`src/common/noc_bridge_pkg.sv`:
```
// Shared types for the NoC-over-AXIS link.
// Flit channels, the one-bit channel header and the AXIS beat layout
// used by the bridges, the top level and the testbench.
// Import with noc_bridge_pkg::* in the module header.

`default_nettype none

package noc_bridge_pkg;

  ////////////////////////////////////////
  // Widths
  ////////////////////////////////////////

  // Flit payload width
  localparam int unsigned FlitDataWidth = 32;
  // AXIS strobe covers the 33-bit beat, rounded up to bytes
  localparam int unsigned AxisStrbWidth = 5;

  typedef logic [FlitDataWidth-1:0] flit_data_t;
  typedef logic [AxisStrbWidth-1:0] axis_strb_t;

  // Arbiter input index, 0 is request and 1 is response
  typedef logic [0:0] chan_idx_t;

  ////////////////////////////////////////
  // Channel and beat types
  ////////////////////////////////////////

  // Header bit, same encoding as chan_idx_t
  typedef enum logic {
    request  = 1'b0,
    response = 1'b1
  } channel_hdr_e;

  // Forward half of a flit channel, ready travels separately
  typedef struct packed {
    logic       valid;
    flit_data_t data;
  } flit_t;

  // Content of one AXIS beat, header on top
  typedef struct packed {
    channel_hdr_e hdr;
    flit_data_t   data;
  } axis_data_t;

  // Forward AXIS channel
  typedef struct packed {
    logic       tvalid;
    axis_data_t tdata;
    axis_strb_t tstrb;
    logic       tlast;
  } axis_req_t;

  // Backward AXIS channel
  typedef struct packed {
    logic tready;
  } axis_rsp_t;

endpackage

`default_nettype wire

```
`src/noc_axis_bridge/flit_rr_arbiter.sv`:
```
// Two-input round-robin arbiter for flit channels.
// Picks one valid input per cycle, holds the winner until the output
// handshake completes and then hands priority to the other input.

`timescale 1ns/1ps
`default_nettype none

module flit_rr_arbiter
  import noc_bridge_pkg::*;
(
  input  wire logic             clk_i,
  input  wire logic             arst_n_i,
  input  wire logic [1:0]       valid_i,
  input  wire flit_data_t [1:0] data_i,
  output logic [1:0]            gnt_o,
  output logic                  valid_o,
  input  wire logic             ready_i,
  output flit_data_t            data_o,
  output chan_idx_t             idx_o
);

  // Favored input for the next fresh arbitration
  chan_idx_t prio_q;
  // Winner held while the output is stalled
  logic      lock_q;
  chan_idx_t lock_idx_q;
  chan_idx_t sel;
  logic      xfer;

  ////////////////////////////////////////
  // Selection
  ////////////////////////////////////////

  always_comb begin
    if (lock_q) begin
      // Stalled beat keeps its source
      sel = lock_idx_q;
    end else if (valid_i[prio_q]) begin
      sel = prio_q;
    end else begin
      // Fall back to the other input
      sel = ~prio_q;
    end
  end

  assign valid_o = valid_i[sel];
  assign data_o  = data_i[sel];
  assign idx_o   = sel;
  assign xfer    = valid_o & ready_i;

  // Grant only the selected input, and only on an actual transfer
  assign gnt_o[0] = xfer & (sel == 1'b0);
  assign gnt_o[1] = xfer & (sel == 1'b1);

  ////////////////////////////////////////
  // Priority and lock state
  ////////////////////////////////////////

  always_ff @(posedge clk_i or negedge arst_n_i) begin
    if (!arst_n_i) begin
      // Request channel wins first after reset
      prio_q     <= 1'b0;
      lock_q     <= 1'b0;
      lock_idx_q <= 1'b0;
    end else begin
      if (xfer) begin
        prio_q <= ~sel;
        lock_q <= 1'b0;
      end else if (valid_o) begin
        // Output waiting on ready, freeze the choice
        lock_q     <= 1'b1;
        lock_idx_q <= sel;
      end
    end
  end

endmodule

`default_nettype wire

```
`src/noc_axis_bridge/noc_axis_bridge.sv`:
```
// One end of the NoC-over-AXIS link.
// Transmit merges request and response flits onto one AXIS lane with a
// channel header, receive decodes the header and steers the beat back
// onto the matching flit output.

`timescale 1ns/1ps
`default_nettype none

module noc_axis_bridge
  import noc_bridge_pkg::*;
#(
  parameter int unsigned FifoDepth = 2
) (
  input  wire logic      clk_i,
  input  wire logic      arst_n_i,
  // Flits entering the bridge
  input  wire flit_t     req_i,
  input  wire flit_t     rsp_i,
  output logic           req_ready_o,
  output logic           rsp_ready_o,
  // Flits leaving the bridge
  output flit_t          req_o,
  output flit_t          rsp_o,
  input  wire logic      req_ready_i,
  input  wire logic      rsp_ready_i,
  // Outgoing AXIS lane
  output axis_req_t      axis_out_req_o,
  input  wire axis_rsp_t axis_out_rsp_i,
  // Incoming AXIS lane
  input  wire axis_req_t axis_in_req_i,
  output axis_rsp_t      axis_in_rsp_o
);

  logic [1:0] arb_gnt;
  logic       arb_valid;
  logic       arb_ready;
  flit_data_t arb_data;
  chan_idx_t  arb_idx;
  axis_data_t tx_payload;
  axis_data_t rx_payload;

  ////////////////////////////////////////
  // Transmit
  ////////////////////////////////////////

  // Index 0 is the request channel
  flit_rr_arbiter arb (
    .clk_i    (clk_i),
    .arst_n_i (arst_n_i),
    .valid_i  ({rsp_i.valid, req_i.valid}),
    .data_i   ({rsp_i.data, req_i.data}),
    .gnt_o    (arb_gnt),
    .valid_o  (arb_valid),
    .ready_i  (arb_ready),
    .data_o   (arb_data),
    .idx_o    (arb_idx)
  );

  assign req_ready_o = arb_gnt[0];
  assign rsp_ready_o = arb_gnt[1];

  // Winner index doubles as the header
  assign tx_payload.hdr  = channel_hdr_e'(arb_idx);
  assign tx_payload.data = arb_data;

  stream_fifo #(
    .Depth (FifoDepth)
  ) tx_fifo (
    .clk_i    (clk_i),
    .arst_n_i (arst_n_i),
    .valid_i  (arb_valid),
    .ready_o  (arb_ready),
    .data_i   (tx_payload),
    .valid_o  (axis_out_req_o.tvalid),
    .ready_i  (axis_out_rsp_i.tready),
    .data_o   (axis_out_req_o.tdata)
  );

  // Every beat is complete, no packet framing
  assign axis_out_req_o.tstrb = '1;
  assign axis_out_req_o.tlast = 1'b0;

  ////////////////////////////////////////
  // Receive
  ////////////////////////////////////////

  assign rx_payload = axis_in_req_i.tdata;

  // Only the addressed channel sees valid
  assign req_o.valid = axis_in_req_i.tvalid & (rx_payload.hdr == request);
  assign rsp_o.valid = axis_in_req_i.tvalid & (rx_payload.hdr == response);
  assign req_o.data  = rx_payload.data;
  assign rsp_o.data  = rx_payload.data;

  // Back-pressure from the addressed channel
  assign axis_in_rsp_o.tready = (rx_payload.hdr == request) ? req_ready_i : rsp_ready_i;

endmodule

`default_nettype wire

```
`src/noc_axis_bridge/stream_fifo.sv`:
```
// Valid/ready FIFO for tagged AXIS payloads.
// Circular buffer with an occupancy count, head entry on data_o.
// Depth is set from above, 1 to 8 entries.

`timescale 1ns/1ps
`default_nettype none

module stream_fifo
  import noc_bridge_pkg::*;
#(
  parameter int unsigned Depth = 2
) (
  input  wire logic       clk_i,
  input  wire logic       arst_n_i,
  input  wire logic       valid_i,
  output logic            ready_o,
  input  wire axis_data_t data_i,
  output logic            valid_o,
  input  wire logic       ready_i,
  output axis_data_t      data_o
);

  // Pointer needs at least one bit even for a single entry
  localparam int unsigned PtrWidth = (Depth > 1) ? $clog2(Depth) : 1;
  localparam int unsigned CntWidth = $clog2(Depth + 1);

  axis_data_t          mem [Depth];
  logic [PtrWidth-1:0] wr_ptr_q;
  logic [PtrWidth-1:0] rd_ptr_q;
  logic [CntWidth-1:0] count_q;
  logic                full;
  logic                push;
  logic                pop;

  ////////////////////////////////////////
  // Handshake
  ////////////////////////////////////////

  assign full    = (count_q == CntWidth'(Depth));
  assign valid_o = (count_q != '0);
  // A full FIFO still takes a beat while the head leaves
  assign ready_o = !full | ready_i;
  assign push    = valid_i & ready_o;
  assign pop     = valid_o & ready_i;

  // Head entry
  assign data_o = mem[rd_ptr_q];

  ////////////////////////////////////////
  // Pointers and count
  ////////////////////////////////////////

  always_ff @(posedge clk_i or negedge arst_n_i) begin
    if (!arst_n_i) begin
      wr_ptr_q <= '0;
      rd_ptr_q <= '0;
      count_q  <= '0;
    end else begin
      if (push) begin
        // Wrap at the last entry
        wr_ptr_q <= (wr_ptr_q == PtrWidth'(Depth - 1)) ? '0 : wr_ptr_q + 1'b1;
      end
      if (pop) begin
        rd_ptr_q <= (rd_ptr_q == PtrWidth'(Depth - 1)) ? '0 : rd_ptr_q + 1'b1;
      end
      // Count only moves when exactly one side transfers
      if (push && !pop) begin
        count_q <= count_q + 1'b1;
      end else if (pop && !push) begin
        count_q <= count_q - 1'b1;
      end
    end
  end

  // Storage
  always_ff @(posedge clk_i) begin
    if (push) begin
      mem[wr_ptr_q] <= data_i;
    end
  end

endmodule

`default_nettype wire

```
`src/verilog/noc_axis_link.sv`:
```
// Top level of the point-to-point NoC link.
// Two bridges back to back, lane_ab from side A to side B and lane_ba
// the other way. FifoDepth sizes both transmit FIFOs.

`timescale 1ns/1ps
`default_nettype none

module noc_axis_link
  import noc_bridge_pkg::*;
#(
  parameter int unsigned FifoDepth = 2
) (
  input  wire logic  clk_i,
  input  wire logic  arst_n_i,
  // Side A into the link
  input  wire flit_t a_req_i,
  input  wire flit_t a_rsp_i,
  output logic       a_req_ready_o,
  output logic       a_rsp_ready_o,
  // Side A out of the link
  output flit_t      a_req_o,
  output flit_t      a_rsp_o,
  input  wire logic  a_req_ready_i,
  input  wire logic  a_rsp_ready_i,
  // Side B into the link
  input  wire flit_t b_req_i,
  input  wire flit_t b_rsp_i,
  output logic       b_req_ready_o,
  output logic       b_rsp_ready_o,
  // Side B out of the link
  output flit_t      b_req_o,
  output flit_t      b_rsp_o,
  input  wire logic  b_req_ready_i,
  input  wire logic  b_rsp_ready_i
);

  ////////////////////////////////////////
  // AXIS lanes
  ////////////////////////////////////////

  // A to B
  axis_req_t lane_ab_req;
  axis_rsp_t lane_ab_rsp;
  // B to A
  axis_req_t lane_ba_req;
  axis_rsp_t lane_ba_rsp;

  noc_axis_bridge #(
    .FifoDepth (FifoDepth)
  ) bridge_a (
    .clk_i          (clk_i),
    .arst_n_i       (arst_n_i),
    .req_i          (a_req_i),
    .rsp_i          (a_rsp_i),
    .req_ready_o    (a_req_ready_o),
    .rsp_ready_o    (a_rsp_ready_o),
    .req_o          (a_req_o),
    .rsp_o          (a_rsp_o),
    .req_ready_i    (a_req_ready_i),
    .rsp_ready_i    (a_rsp_ready_i),
    .axis_out_req_o (lane_ab_req),
    .axis_out_rsp_i (lane_ab_rsp),
    .axis_in_req_i  (lane_ba_req),
    .axis_in_rsp_o  (lane_ba_rsp)
  );

  noc_axis_bridge #(
    .FifoDepth (FifoDepth)
  ) bridge_b (
    .clk_i          (clk_i),
    .arst_n_i       (arst_n_i),
    .req_i          (b_req_i),
    .rsp_i          (b_rsp_i),
    .req_ready_o    (b_req_ready_o),
    .rsp_ready_o    (b_rsp_ready_o),
    .req_o          (b_req_o),
    .rsp_o          (b_rsp_o),
    .req_ready_i    (b_req_ready_i),
    .rsp_ready_i    (b_rsp_ready_i),
    .axis_out_req_o (lane_ba_req),
    .axis_out_rsp_i (lane_ba_rsp),
    .axis_in_req_i  (lane_ab_req),
    .axis_in_rsp_o  (lane_ab_rsp)
  );

endmodule

`default_nettype wire
```
`config.mk`:
```
export PLATFORM = sky130hd
export DESIGN_NAME = noc_axis_link
export DESIGN_NICKNAME = d
export VERILOG_FILES = /design/src/common/noc_bridge_pkg.sv /design/src/noc_axis_bridge/flit_rr_arbiter.sv /design/src/noc_axis_bridge/noc_axis_bridge.sv /design/src/noc_axis_bridge/stream_fifo.sv /design/src/verilog/noc_axis_link.sv
export SDC_FILE = /design/constraint.sdc
export NUM_CORES = 1
export LEC_CHECK = 0
export BUFFER_PORTS_ARGS = -buffer_cell sky130_fd_sc_hd__buf_2
export CORE_MARGIN = 2
export CORE_UTILIZATION = 30
export DETAILED_ROUTE_END_ITERATION = 16
export MAX_ROUTING_LAYER = met4
export PLACE_DENSITY_LB_ADDON = 0.2
export SLEW_MARGIN = 20
export SYNTH_ARGS = -nofsm -noshare
export SYNTH_HDL_FRONTEND = slang
export SYNTH_SLANG_ARGS = --single-unit
```
`constraint.sdc`:
```
create_clock -name clk_i -period 3.42 [get_ports clk_i]
set_input_delay 1.026 -clock clk_i [delete_from_list [all_inputs] [get_ports clk_i]]
set_output_delay 1.026 -clock clk_i [all_outputs]
set_load 0.01 [all_outputs]
```
==> results of run 1 <==
-- stage by stage --
stage | setup slack [ps] | hold slack [ps]
floorplan | 553 | 473
global placement | 484 | 502
detailed placement | 466 | 518
CTS | 442 | 480
global route | 330 | 501
finish | 468 | 494
-- metal layers --
| metal | GRT usage | vias up |
|---|---|---|
| li1 | - | 1960 |
| met2 | 0.201 | 196 |
| met4 | 0.0529 | 0 |
| met5 | - | - |
| met3 | 0.0261 | 15 |
| met1 | 0.137 | 1936 |
-- power by group --
group	internal, uW	switching, uW
registers	3040	247
logic	1950	2320
clock network	1160	753
-- path summary, 6_finish.rpt --
path / slack (ps) / from / endpoint / cells past startpoint
hold reg to reg: 520 / bridge_a.tx_fifo.count_q[1]$_DFFE_PN0P_ / bridge_a.tx_fifo.count_q[1]$_DFFE_PN0P_ / 1
setup / recovery: 470 / b_req_i[32] / b_rsp_ready_o / 5
hold / removal: 490 / arst_n_i / bridge_b.arb.lock_idx_q$_DFFE_PN0P_ / 1
setup reg to reg: 1080 / bridge_b.tx_fifo.rd_ptr_q$_DFFE_PN0P_ / bridge_b.tx_fifo.mem[0][6]$_DFFE_PP_ / 5
min in group clk_i: 520 / bridge_a.tx_fifo.count_q[1]$_DFFE_PN0P_ / bridge_a.tx_fifo.count_q[1]$_DFFE_PN0P_ / 1
max in group asynchronous: 2670 / arst_n_i / bridge_a.tx_fifo.wr_ptr_q$_DFFE_PN0N_ / 1
-- synth_stat cells, drive strengths merged --
| cell | number |
|---|---|
| edfxtp | 132 |
| mux2 | 130 |
| buf | 72 |
| dfrtp | 14 |
| clkbuf | 8 |
| nor2 | 8 |
| nor3b | 8 |
| nor2b | 7 |
| nand2 | 6 |
| xor2 | 6 |
| inv | 4 |
| mux2i | 4 |
| xnor2 | 4 |
| a21o | 2 |
| and2 | 2 |
| and3 | 2 |
| ha | 2 |
| nor3 | 2 |
| o21ai | 2 |
| o21ba | 2 |
| o311a | 2 |
| o31ai | 2 |
| o32a | 2 |
| and2b | 1 |
-- kinds of logic after synthesis --
logic type	Yosys count	share of synthesized area
AO/OA/AOI/OAI	12	0.0188
adder cells (fa/ha/maj)	2	0.00362
AND/OR/NAND/NOR	36	0.0302
flip-flops	146	0.624
multiplexers	134	0.222
XOR/XNOR	10	0.0127
buffers and inverters	84	0.0890
-- state kept, by name, indices dropped and copies added (netlist names) --
signal and count:
bridge_a.tx_fifo.mem 66, bridge_b.tx_fifo.mem 66, bridge_a.tx_fifo.count_q 2, bridge_b.tx_fifo.count_q 2
bridge_a.arb.lock_idx_q 1, bridge_a.arb.lock_q 1, bridge_a.arb.prio_q 1, bridge_a.tx_fifo.rd_ptr_q 1
bridge_a.tx_fifo.wr_ptr_q 1, bridge_b.arb.lock_idx_q 1, bridge_b.arb.lock_q 1, bridge_b.arb.prio_q 1
bridge_b.tx_fifo.rd_ptr_q 1, bridge_b.tx_fifo.wr_ptr_q 1
-- area by class of cell --
type                       count  area share
tap                          285      0.0408
inverter                       4     0.00172
sequential                   146       0.494
timing repair buffer         281       0.165
clock inverter                14      0.0203
clock buffer                  18      0.0491
multi-input combinational    194       0.229
-- worst max-delay path, cell delays in order --
cell	delay [ps]
buf_2	130
and2b_1	190
o31ai_4	210
and3_1	220
buf_2	140
-- layout by cell type (no fill, tap or decap), types with 3 or more instances in the layout --
cell type	instances
nor2b_1	5
clkbuf_16	17
inv_6	5
xnor2_1	4
buf_4	7
nor3b_1	6
mux2_1	6
dfrtp_1	14
bufinv_16	3
nand2_1	6
edfxtp_1	132
mux2_2	124
clkinvlp_4	3
buf_2	273
inv_1	4
nor2_1	8
xor2_1	6
==> impl_metrics.py, run 1 <==
metrics = {
    "cts": {
        "clock_sinks": 146,
        "ctsHtreeMaxLevel": 4,
        "clk_latency_ps": 420,
        "clk_pin_slew_ps": 70,
        "numCtsBuffers": 17,
        "ctsResizeCount": 0,
        "cts_root_buf": "clkbuf_16",
        "cts_tree": "yes",
        "cts-hold-fix-buffers": 0,
        "cts_buffer_depth": 2,
        "cts_setup_buffers": 0,
    },
    "power": {
        "p_leak_uw": 0.00354,
        "vdd_drop_max_mv": 0.406,
        "powerDensity_mw_per_mm2": 1080,
        "finalPower_uw": 9470,
    },
    "drt": {
        "dr_total_vias": 4107,
        "wl_met2_um": 7060,
        "top_layer": "met4",
        "drc": 0,
        "drtPass1Iterations": 4,
        "met1_length_um": 6080,
        "drt_wl_total_um": 14200,
        "initialDrtViolationCount": 124,
        "wl_per_cell_um": 15.1,
        "drt-vias-per-instance": 4.36,
        "wl_met3_um": 856,
        "antenna_left": 0,
    },
    "place": {
        "postPlaceCellArea_mm2": 0.00813,
        "dpl.cell_count": 910,
        "numPortBuffers": 273,
        "place_congestion": 0.741,
        "dp_hpwl_um": 10200,
    },
    "finish": {
        "multi_input_area_mm2": 0.00200,
        "fin_nets": 784,
        "syn_to_final_growth_pct": 26.3,
        "regArea_mm2": 0.00431,
        "fillCellCount": 2112,
        "n_antenna_cell": 0,
        "fin_area_mm2": 0.00874,
        "fin_cells": 942,
        "layout-drive-gt1-share": 0.685,
        "utilization": 0.386,
    },
    "grt": {
        "antenna_found_initial": 0,
        "grt_pass1_wl_um": 21200,
        "grt_overflow": 0,
        "track_usage": 0.119,
        "grt_pass1_vias": 4162,
        "grt_max_degree": 35,
    },
    "worst_setup_path": {
        "setup.worst_path.class": "input port to output pin",
        "crit_path_end_kind": "output pin",
        "cp_data_required_time_ps": 2390,
        "arrival_ps": 1930,
        "crit_path_max_fanout": 6,
        "crit_path_start_kind": "input port",
    },
    "synth": {
        "yosysSeqAreaShare": 0.624,
        "synth_area_leaders": "edfxtp_1, mux2_2, buf_4",
        "syn_inst": 424,
        "synth_nets": 564,
        "syn_area_mm2": 0.00692,
        "yosysWarnings": 0,
        "yosys.area.top_type": "edfxtp_1",
        "syn_avg_cell_area_um2": 16.3,
        "ys_ff_latch": 146,
        "synth_top_area_frac": 0.573,
        "ys_types": 28,
    },
    "die": {
        "die_w_um": 156,
        "ioPinCount": 274,
        "die_area_mm2": 0.0243,
        "fp.coreArea_mm2": 0.0226,
        "rows": 55,
        "start_util": 0.306,
        "die_y_um": 156,
    },
    "sta": {
        "period_minus_slack_ps": 2950,
        "max_freq_mhz": 339,
        "setup-tns-final_ps": 0,
        "fin_skew_ps": 9.35,
        "worstMarginPinSlew_ps": 477,
        "rsz0062_at_grt": "false",
        "finalCritPeriodShare": 0.863,
        "finalSetupViolCount": 0,
        "slew_violations": 0,
        "relSlewSlack": 0.682,
        "hold_viol": 0,
    },
    "run": {
        "cap_viol_max_count": 0,
    },
    "run_status": {
        "status": "finished, final reports clean",
    },
    "worst_hold_path": {
        "min_path_type": "input port to asynchronous set/reset pin",
    },
}
No activity file was read; power rests on OpenSTA's default activity.
==> run 2: changes to the inputs <==
--- a/config.mk
+++ b/config.mk
@@ -6,8 +6,10 @@
 export NUM_CORES = 1
 export LEC_CHECK = 0
 export BUFFER_PORTS_ARGS = -buffer_cell sky130_fd_sc_hd__buf_2
+export CELL_PAD_IN_SITES_DETAIL_PLACEMENT = 0
+export CELL_PAD_IN_SITES_GLOBAL_PLACEMENT = 2
 export CORE_MARGIN = 2
-export CORE_UTILIZATION = 30
+export CORE_UTILIZATION = 29
 export DETAILED_ROUTE_END_ITERATION = 16
 export MAX_ROUTING_LAYER = met4
 export PLACE_DENSITY_LB_ADDON = 0.2
==> run 2 against run 1 <==
Against the previous run:
- critical endpoint is now a_req_ready_o
- worst setup slack worse by 7.8 ps
- clock-buffer cell count down 1
- first-iteration DRC count is 34% lower
- critical path depth shrank 1
- largest power group unchanged
- utilization decreased by 1.3 points
- sequential power about the same
- design area increased by 0.10%
- wire length rose by 7.0%
- critical path type is now flop to output pin
- clock skew is 3.1 ps higher
- sequential share of layout area barely moved
- flip-flop and latch count unchanged
- hold slack better by 13 ps
==> impl_metrics.py, run 2 (same netlist as run 1, synthesis figures left out) <==
metrics = {
    "cts": {
        "clock_sinks": 146,
        "cts_root_buf": "clkbuf_16",
        "cts_tree": "yes",
        "cts-hold-fix-buffers": 0,
        "cts_setup_buffers": 0,
        "ctsResizeCount": 0,
        "ctsHtreeMaxLevel": 4,
        "clk_pin_slew_ps": 70,
        "cts_buffer_depth": 2,
        "clk_latency_ps": 420,
        "numCtsBuffers": 17,
    },
    "place": {
        "dp_hpwl_um": 10800,
        "numPortBuffers": 273,
        "place_congestion": 0.706,
    },
    "sta": {
        "fin_skew_ps": 12.5,
        "hold_viol": 0,
        "setup-tns-final_ps": 0,
        "period_minus_slack_ps": 2960,
        "max_freq_mhz": 338,
        "finalCritPeriodShare": 0.865,
        "worstMarginPinSlew_ps": 503,
        "finalSetupViolCount": 0,
        "rsz0062_at_grt": "false",
        "slew_violations": 0,
        "hold_ws_ps": 506,
        "relSlewSlack": 0.665,
    },
    "die": {
        "start_util": 0.295,
        "die_area_mm2": 0.0251,
        "die_y_um": 158,
        "die_w_um": 158,
        "ioPinCount": 274,
        "rows": 56,
        "fp.coreArea_mm2": 0.0235,
    },
    "worst_setup_path": {
        "crit_slowest_cell": "dfrtp_1",
        "arrival_ps": 1930,
        "setup.worst_path.class": "flop to output pin",
        "cp-endpoint": "a_req_ready_o",
        "crit_path_end_kind": "output pin",
        "rr_worst_depth": 5,
        "r2r_start": "bridge_b.tx_fifo.rd_ptr_q$_DFFE_PN0P_",
        "cpPeakStageDelay_ps": 400,
        "crit_chain": "mux2i_4 -> mux2i_2 -> nor3b_2 -> buf_2",
        "startpoint": "bridge_a.tx_fifo.rd_ptr_q$_DFFE_PN0P_",
        "crit_path_max_fanout": 5,
        "reg2reg_slack_ps": 1150,
        "timing.rr.end": "bridge_b.tx_fifo.mem[0][11]$_DFFE_PP_",
        "crit_path_start_kind": "flop",
        "cp_data_required_time_ps": 2390,
    },
    "finish": {
        "n_antenna_cell": 0,
        "final_cell_mix": "buf_2, edfxtp_1, mux2_2",
        "fillCellCount": 2271,
        "syn_to_final_growth_pct": 26.4,
        "utilization": 0.373,
        "multi_input_area_mm2": 0.00200,
        "fin_nets": 784,
        "final_common_cell": "buf_2",
        "layout-drive-gt1-share": 0.686,
        "reg.largest.list": "bridge_a.tx_fifo.mem x66, bridge_b.tx_fifo.mem x66",
        "regArea_mm2": 0.00431,
    },
    "drt": {
        "wl_per_cell_um": 15.6,
        "antenna_left": 0,
        "drt-vias-per-instance": 4.25,
        "initialDrtViolationCount": 82,
        "drc": 0,
        "dr_total_vias": 4146,
        "drtPass1Iterations": 4,
        "drt_wl_total_um": 15200,
    },
    "worst_hold_path": {
        "min_path_type": "input port to asynchronous set/reset pin",
    },
    "run_status": {
        "status": "finished, final reports clean",
    },
    "grt": {
        "track_usage": 0.122,
        "grt_overflow": 0,
        "antenna_found_initial": 0,
        "grt_max_degree": 35,
        "grt_pass1_vias": 4096,
        "grt_pass1_wl_um": 21900,
    },
    "power": {
        "p_leak_uw": 0.00353,
        "finalPower_uw": 9360,
        "powerDensity_mw_per_mm2": 1070,
        "vdd_drop_max_mv": 0.591,
    },
    "run": {
        "cap_viol_max_count": 0,
    },
}
-- run 2: layout make-up --
cell class | instances | area share
sequential | 146 | 0.493
tap | 319 | 0.0456
inverter | 4 | 0.00172
clock inverter | 15 | 0.0160
clock buffer | 17 | 0.0486
multi-input combinational | 194 | 0.229
timing repair buffer | 281 | 0.166
-- run 2: routing by layer --
metal,track usage,wire length [um],up-vias
met5,-,0,-
met4,0.0360,128,0
met3,0.0329,945,7
met2,0.215,7890,173
met1,0.136,6260,2011
li1,-,-,1955
-- run 2: power by group --
part           internal [uW]  total [uW]  switching [uW]
Clock                    963        1760             796
Sequential              3030        3290             253
Combinational           1960        4320            2360
-- run 2: worst max-delay path, delay by kind of cell, from the launching register on --
family / cells / cell delay (ps)
buf+inv: 1 / 170
simple gates: 1 / 280
mux: 2 / 660
flops: 1 / 400
-- run 2: metrics by stage --
step | setup WS, ps | cell area, um^2 | std cells
floorplan | 553 | 6920 | 424
global placement | 511 | 8180 | 944
detailed placement | 488 | 8180 | 944
CTS | 416 | 8740 | 976
global route | 324 | 8740 | 976
finish | 460 | 8740 | 976
-- run 2: worst min path at each step --
stage / start / endpoint / slack (ps) / cells after the start
after global routing: arst_n_i / bridge_b.arb.prio_q$_DFFE_PN0N_ / 510 / 1
after detailed placement: bridge_b.tx_fifo.wr_ptr_q$_DFFE_PN0N_ / bridge_b.tx_fifo.wr_ptr_q$_DFFE_PN0N_ / 520 / 1
after CTS: arst_n_i / bridge_b.arb.prio_q$_DFFE_PN0N_ / 500 / 1
after global placement: bridge_b.tx_fifo.wr_ptr_q$_DFFE_PN0N_ / bridge_b.tx_fifo.wr_ptr_q$_DFFE_PN0N_ / 490 / 1
after floorplan: bridge_a.tx_fifo.wr_ptr_q$_DFFE_PN0N_ / bridge_a.tx_fifo.wr_ptr_q$_DFFE_PN0N_ / 470 / 1
final: arst_n_i / bridge_b.arb.prio_q$_DFFE_PN0N_ / 510 / 1
==> run 3: changes to the inputs <==
--- a/config.mk
+++ b/config.mk
@@ -8,8 +8,8 @@
 export BUFFER_PORTS_ARGS = -buffer_cell sky130_fd_sc_hd__buf_2
 export CELL_PAD_IN_SITES_DETAIL_PLACEMENT = 0
 export CELL_PAD_IN_SITES_GLOBAL_PLACEMENT = 2
-export CORE_MARGIN = 2
-export CORE_UTILIZATION = 29
+export CORE_MARGIN = 5
+export CORE_UTILIZATION = 30
 export DETAILED_ROUTE_END_ITERATION = 16
 export MAX_ROUTING_LAYER = met4
 export PLACE_DENSITY_LB_ADDON = 0.2
==> constraint.sdc (replaced) <==
create_clock -name clk_i -period 2.9 [get_ports clk_i]
set_input_delay 0.87 -clock clk_i [delete_from_list [all_inputs] [get_ports clk_i]]
set_output_delay 0.87 -clock clk_i [all_outputs]
set_load 0.01 [all_outputs]
==> run 3 against run 2 <==
Against the previous run:
- sequential share of layout area down 0.21 points
- die area grew 4.3%
- combinational power increased by 20%
- clock skew shrank 2.7 ps
- flip-flop and latch count unchanged
- design area increased by 0.43%
- register-to-register slack lost 380 ps
- non-clock buffer count rose by 1
==> impl_metrics.py, run 3 (same netlist as run 1, synthesis figures left out) <==
metrics = {
    "cts": {
        "ctsHtreeMaxLevel": 4,
        "ctsResizeCount": 0,
        "numCtsBuffers": 17,
        "clock_sinks": 146,
        "cts_root_buf": "clkbuf_16",
        "cts_setup_buffers": 0,
        "cts_tree": "yes",
        "clk_pin_slew_ps": 60,
        "cts_buffer_depth": 2,
        "cts-hold-fix-buffers": 0,
        "clk_latency_ps": 410,
    },
    "sta": {
        "max_freq_mhz": 362,
        "hold_viol": 0,
        "finalCritPeriodShare": 0.952,
        "period_minus_slack_ps": 2760,
        "finalSetupViolCount": 0,
        "setup_ws_ps": 140,
        "setup-tns-final_ps": 0,
        "fin_skew_ps": 9.79,
        "worstMarginPinSlew_ps": 471,
        "rsz0062_at_grt": "false",
        "slew_violations": 0,
        "relSlewSlack": 0.686,
    },
    "die": {
        "die_y_um": 162,
        "ioPinCount": 274,
        "rows": 55,
        "die_area_mm2": 0.0262,
        "die_w_um": 162,
        "start_util": 0.306,
        "fp.coreArea_mm2": 0.0226,
    },
    "drt": {
        "drt-vias-per-instance": 4.36,
        "dr_total_vias": 4119,
        "drc": 0,
        "top_layer": "met4",
        "wl_met2_um": 7800,
        "antenna_left": 0,
        "wl_per_cell_um": 16.7,
        "drtPass1Iterations": 4,
        "initialDrtViolationCount": 114,
        "drt_wl_total_um": 15800,
        "wl_met3_um": 1060,
        "met1_length_um": 6660,
    },
    "finish": {
        "final_common_cell": "buf_2",
        "multi_input_area_mm2": 0.00201,
        "fillCellCount": 2168,
        "syn_to_final_growth_pct": 26.9,
        "layout-drive-gt1-share": 0.685,
        "reg.largest.list": "bridge_a.tx_fifo.mem x66, bridge_b.tx_fifo.mem x66",
        "final_cell_mix": "buf_2, edfxtp_1, mux2_2",
        "fin_nets": 785,
        "regArea_mm2": 0.00431,
        "utilization": 0.388,
    },
    "worst_setup_path": {
        "crit_path_max_fanout": 5,
        "crit_path_end_kind": "output pin",
        "cp_data_required_time_ps": 2030,
        "crit_path_start_kind": "flop",
        "setup.worst_path.class": "flop to output pin",
        "arrival_ps": 1890,
    },
    "run": {
        "cap_viol_max_count": 0,
    },
    "grt": {
        "grt_pass1_vias": 4321,
        "grt_overflow": 0,
        "track_usage": 0.121,
        "grt_max_degree": 35,
        "antenna_found_initial": 1,
        "grt_pass1_wl_um": 23800,
    },
    "place": {
        "place_congestion": 0.775,
        "dp_hpwl_um": 11800,
        "place_ws_ps": 223,
        "numPortBuffers": 273,
    },
    "power": {
        "vdd_drop_max_mv": 0.713,
        "p_leak_uw": 0.00356,
        "powerDensity_mw_per_mm2": 1280,
    },
    "worst_hold_path": {
        "min_path_type": "input port to asynchronous set/reset pin",
    },
    "run_status": {
        "status": "finished, final reports clean",
    },
}
run 3: worst max-delay path, cell delays in order (launching register included):
cell     delay (ps)
dfrtp_1         420
mux2i_4         340
mux2i_4         310
nor3b_2         230
buf_2           160
run 3: final cells by class:
class                   count  share of cell area
diodes                      1            0.000285
clock buffers              18              0.0489
clock inverters            14              0.0192
inverters                   4             0.00171
multi-input cells         194               0.229
flip-flops and latches    146               0.491
well taps                 285              0.0406
repair buffers            282               0.169
run 3: through the flow:
| stage | hold slack (ps) | power, uW | instance area [um^2] | instances |
|---|---|---|---|---|
| global route | 366 | 12000 | 8780 | 944 |
| floorplan | 473 | 7940 | 6920 | 424 |
| finish | 356 | 11300 | 8780 | 944 |
| global placement | 517 | 9190 | 8170 | 911 |
| detailed placement | 529 | 9260 | 8170 | 911 |
| CTS | 353 | 11500 | 8770 | 943 |
run 3: per-layer routing:
layer	vias up	GRT usage
li1	1961	-
met1	1956	0.147
met2	183	0.196
met3	19	0.0317
met4	0	0.0423
met5	-	-
run 3: path summary, 6_finish.rpt:
path	start	end	slack (ps)	cells after the start
min	arst_n_i	bridge_b.arb.prio_q$_DFFE_PN0N_	360	1
max in group asynchronous	arst_n_i	bridge_a.tx_fifo.rd_ptr_q$_DFFE_PN0P_	2280	1
max reg2reg	bridge_b.tx_fifo.rd_ptr_q$_DFFE_PN0P_	bridge_b.tx_fifo.mem[1][3]$_DFFE_PP_	770	5
min reg2reg	bridge_a.arb.lock_idx_q$_DFFE_PN0P_	bridge_a.arb.lock_idx_q$_DFFE_PN0P_	540	1
min in group clk_i	bridge_a.arb.lock_idx_q$_DFFE_PN0P_	bridge_a.arb.lock_idx_q$_DFFE_PN0P_	540	1
max	bridge_b.tx_fifo.rd_ptr_q$_DFFE_PN0P_	b_req_ready_o	140	4
run 3: where the power goes:
part           switching (uW)  total (uW)  internal (uW)
clock                     906        2200           1300
sequential                299        3870           3580
combinational            2800        5180           2380
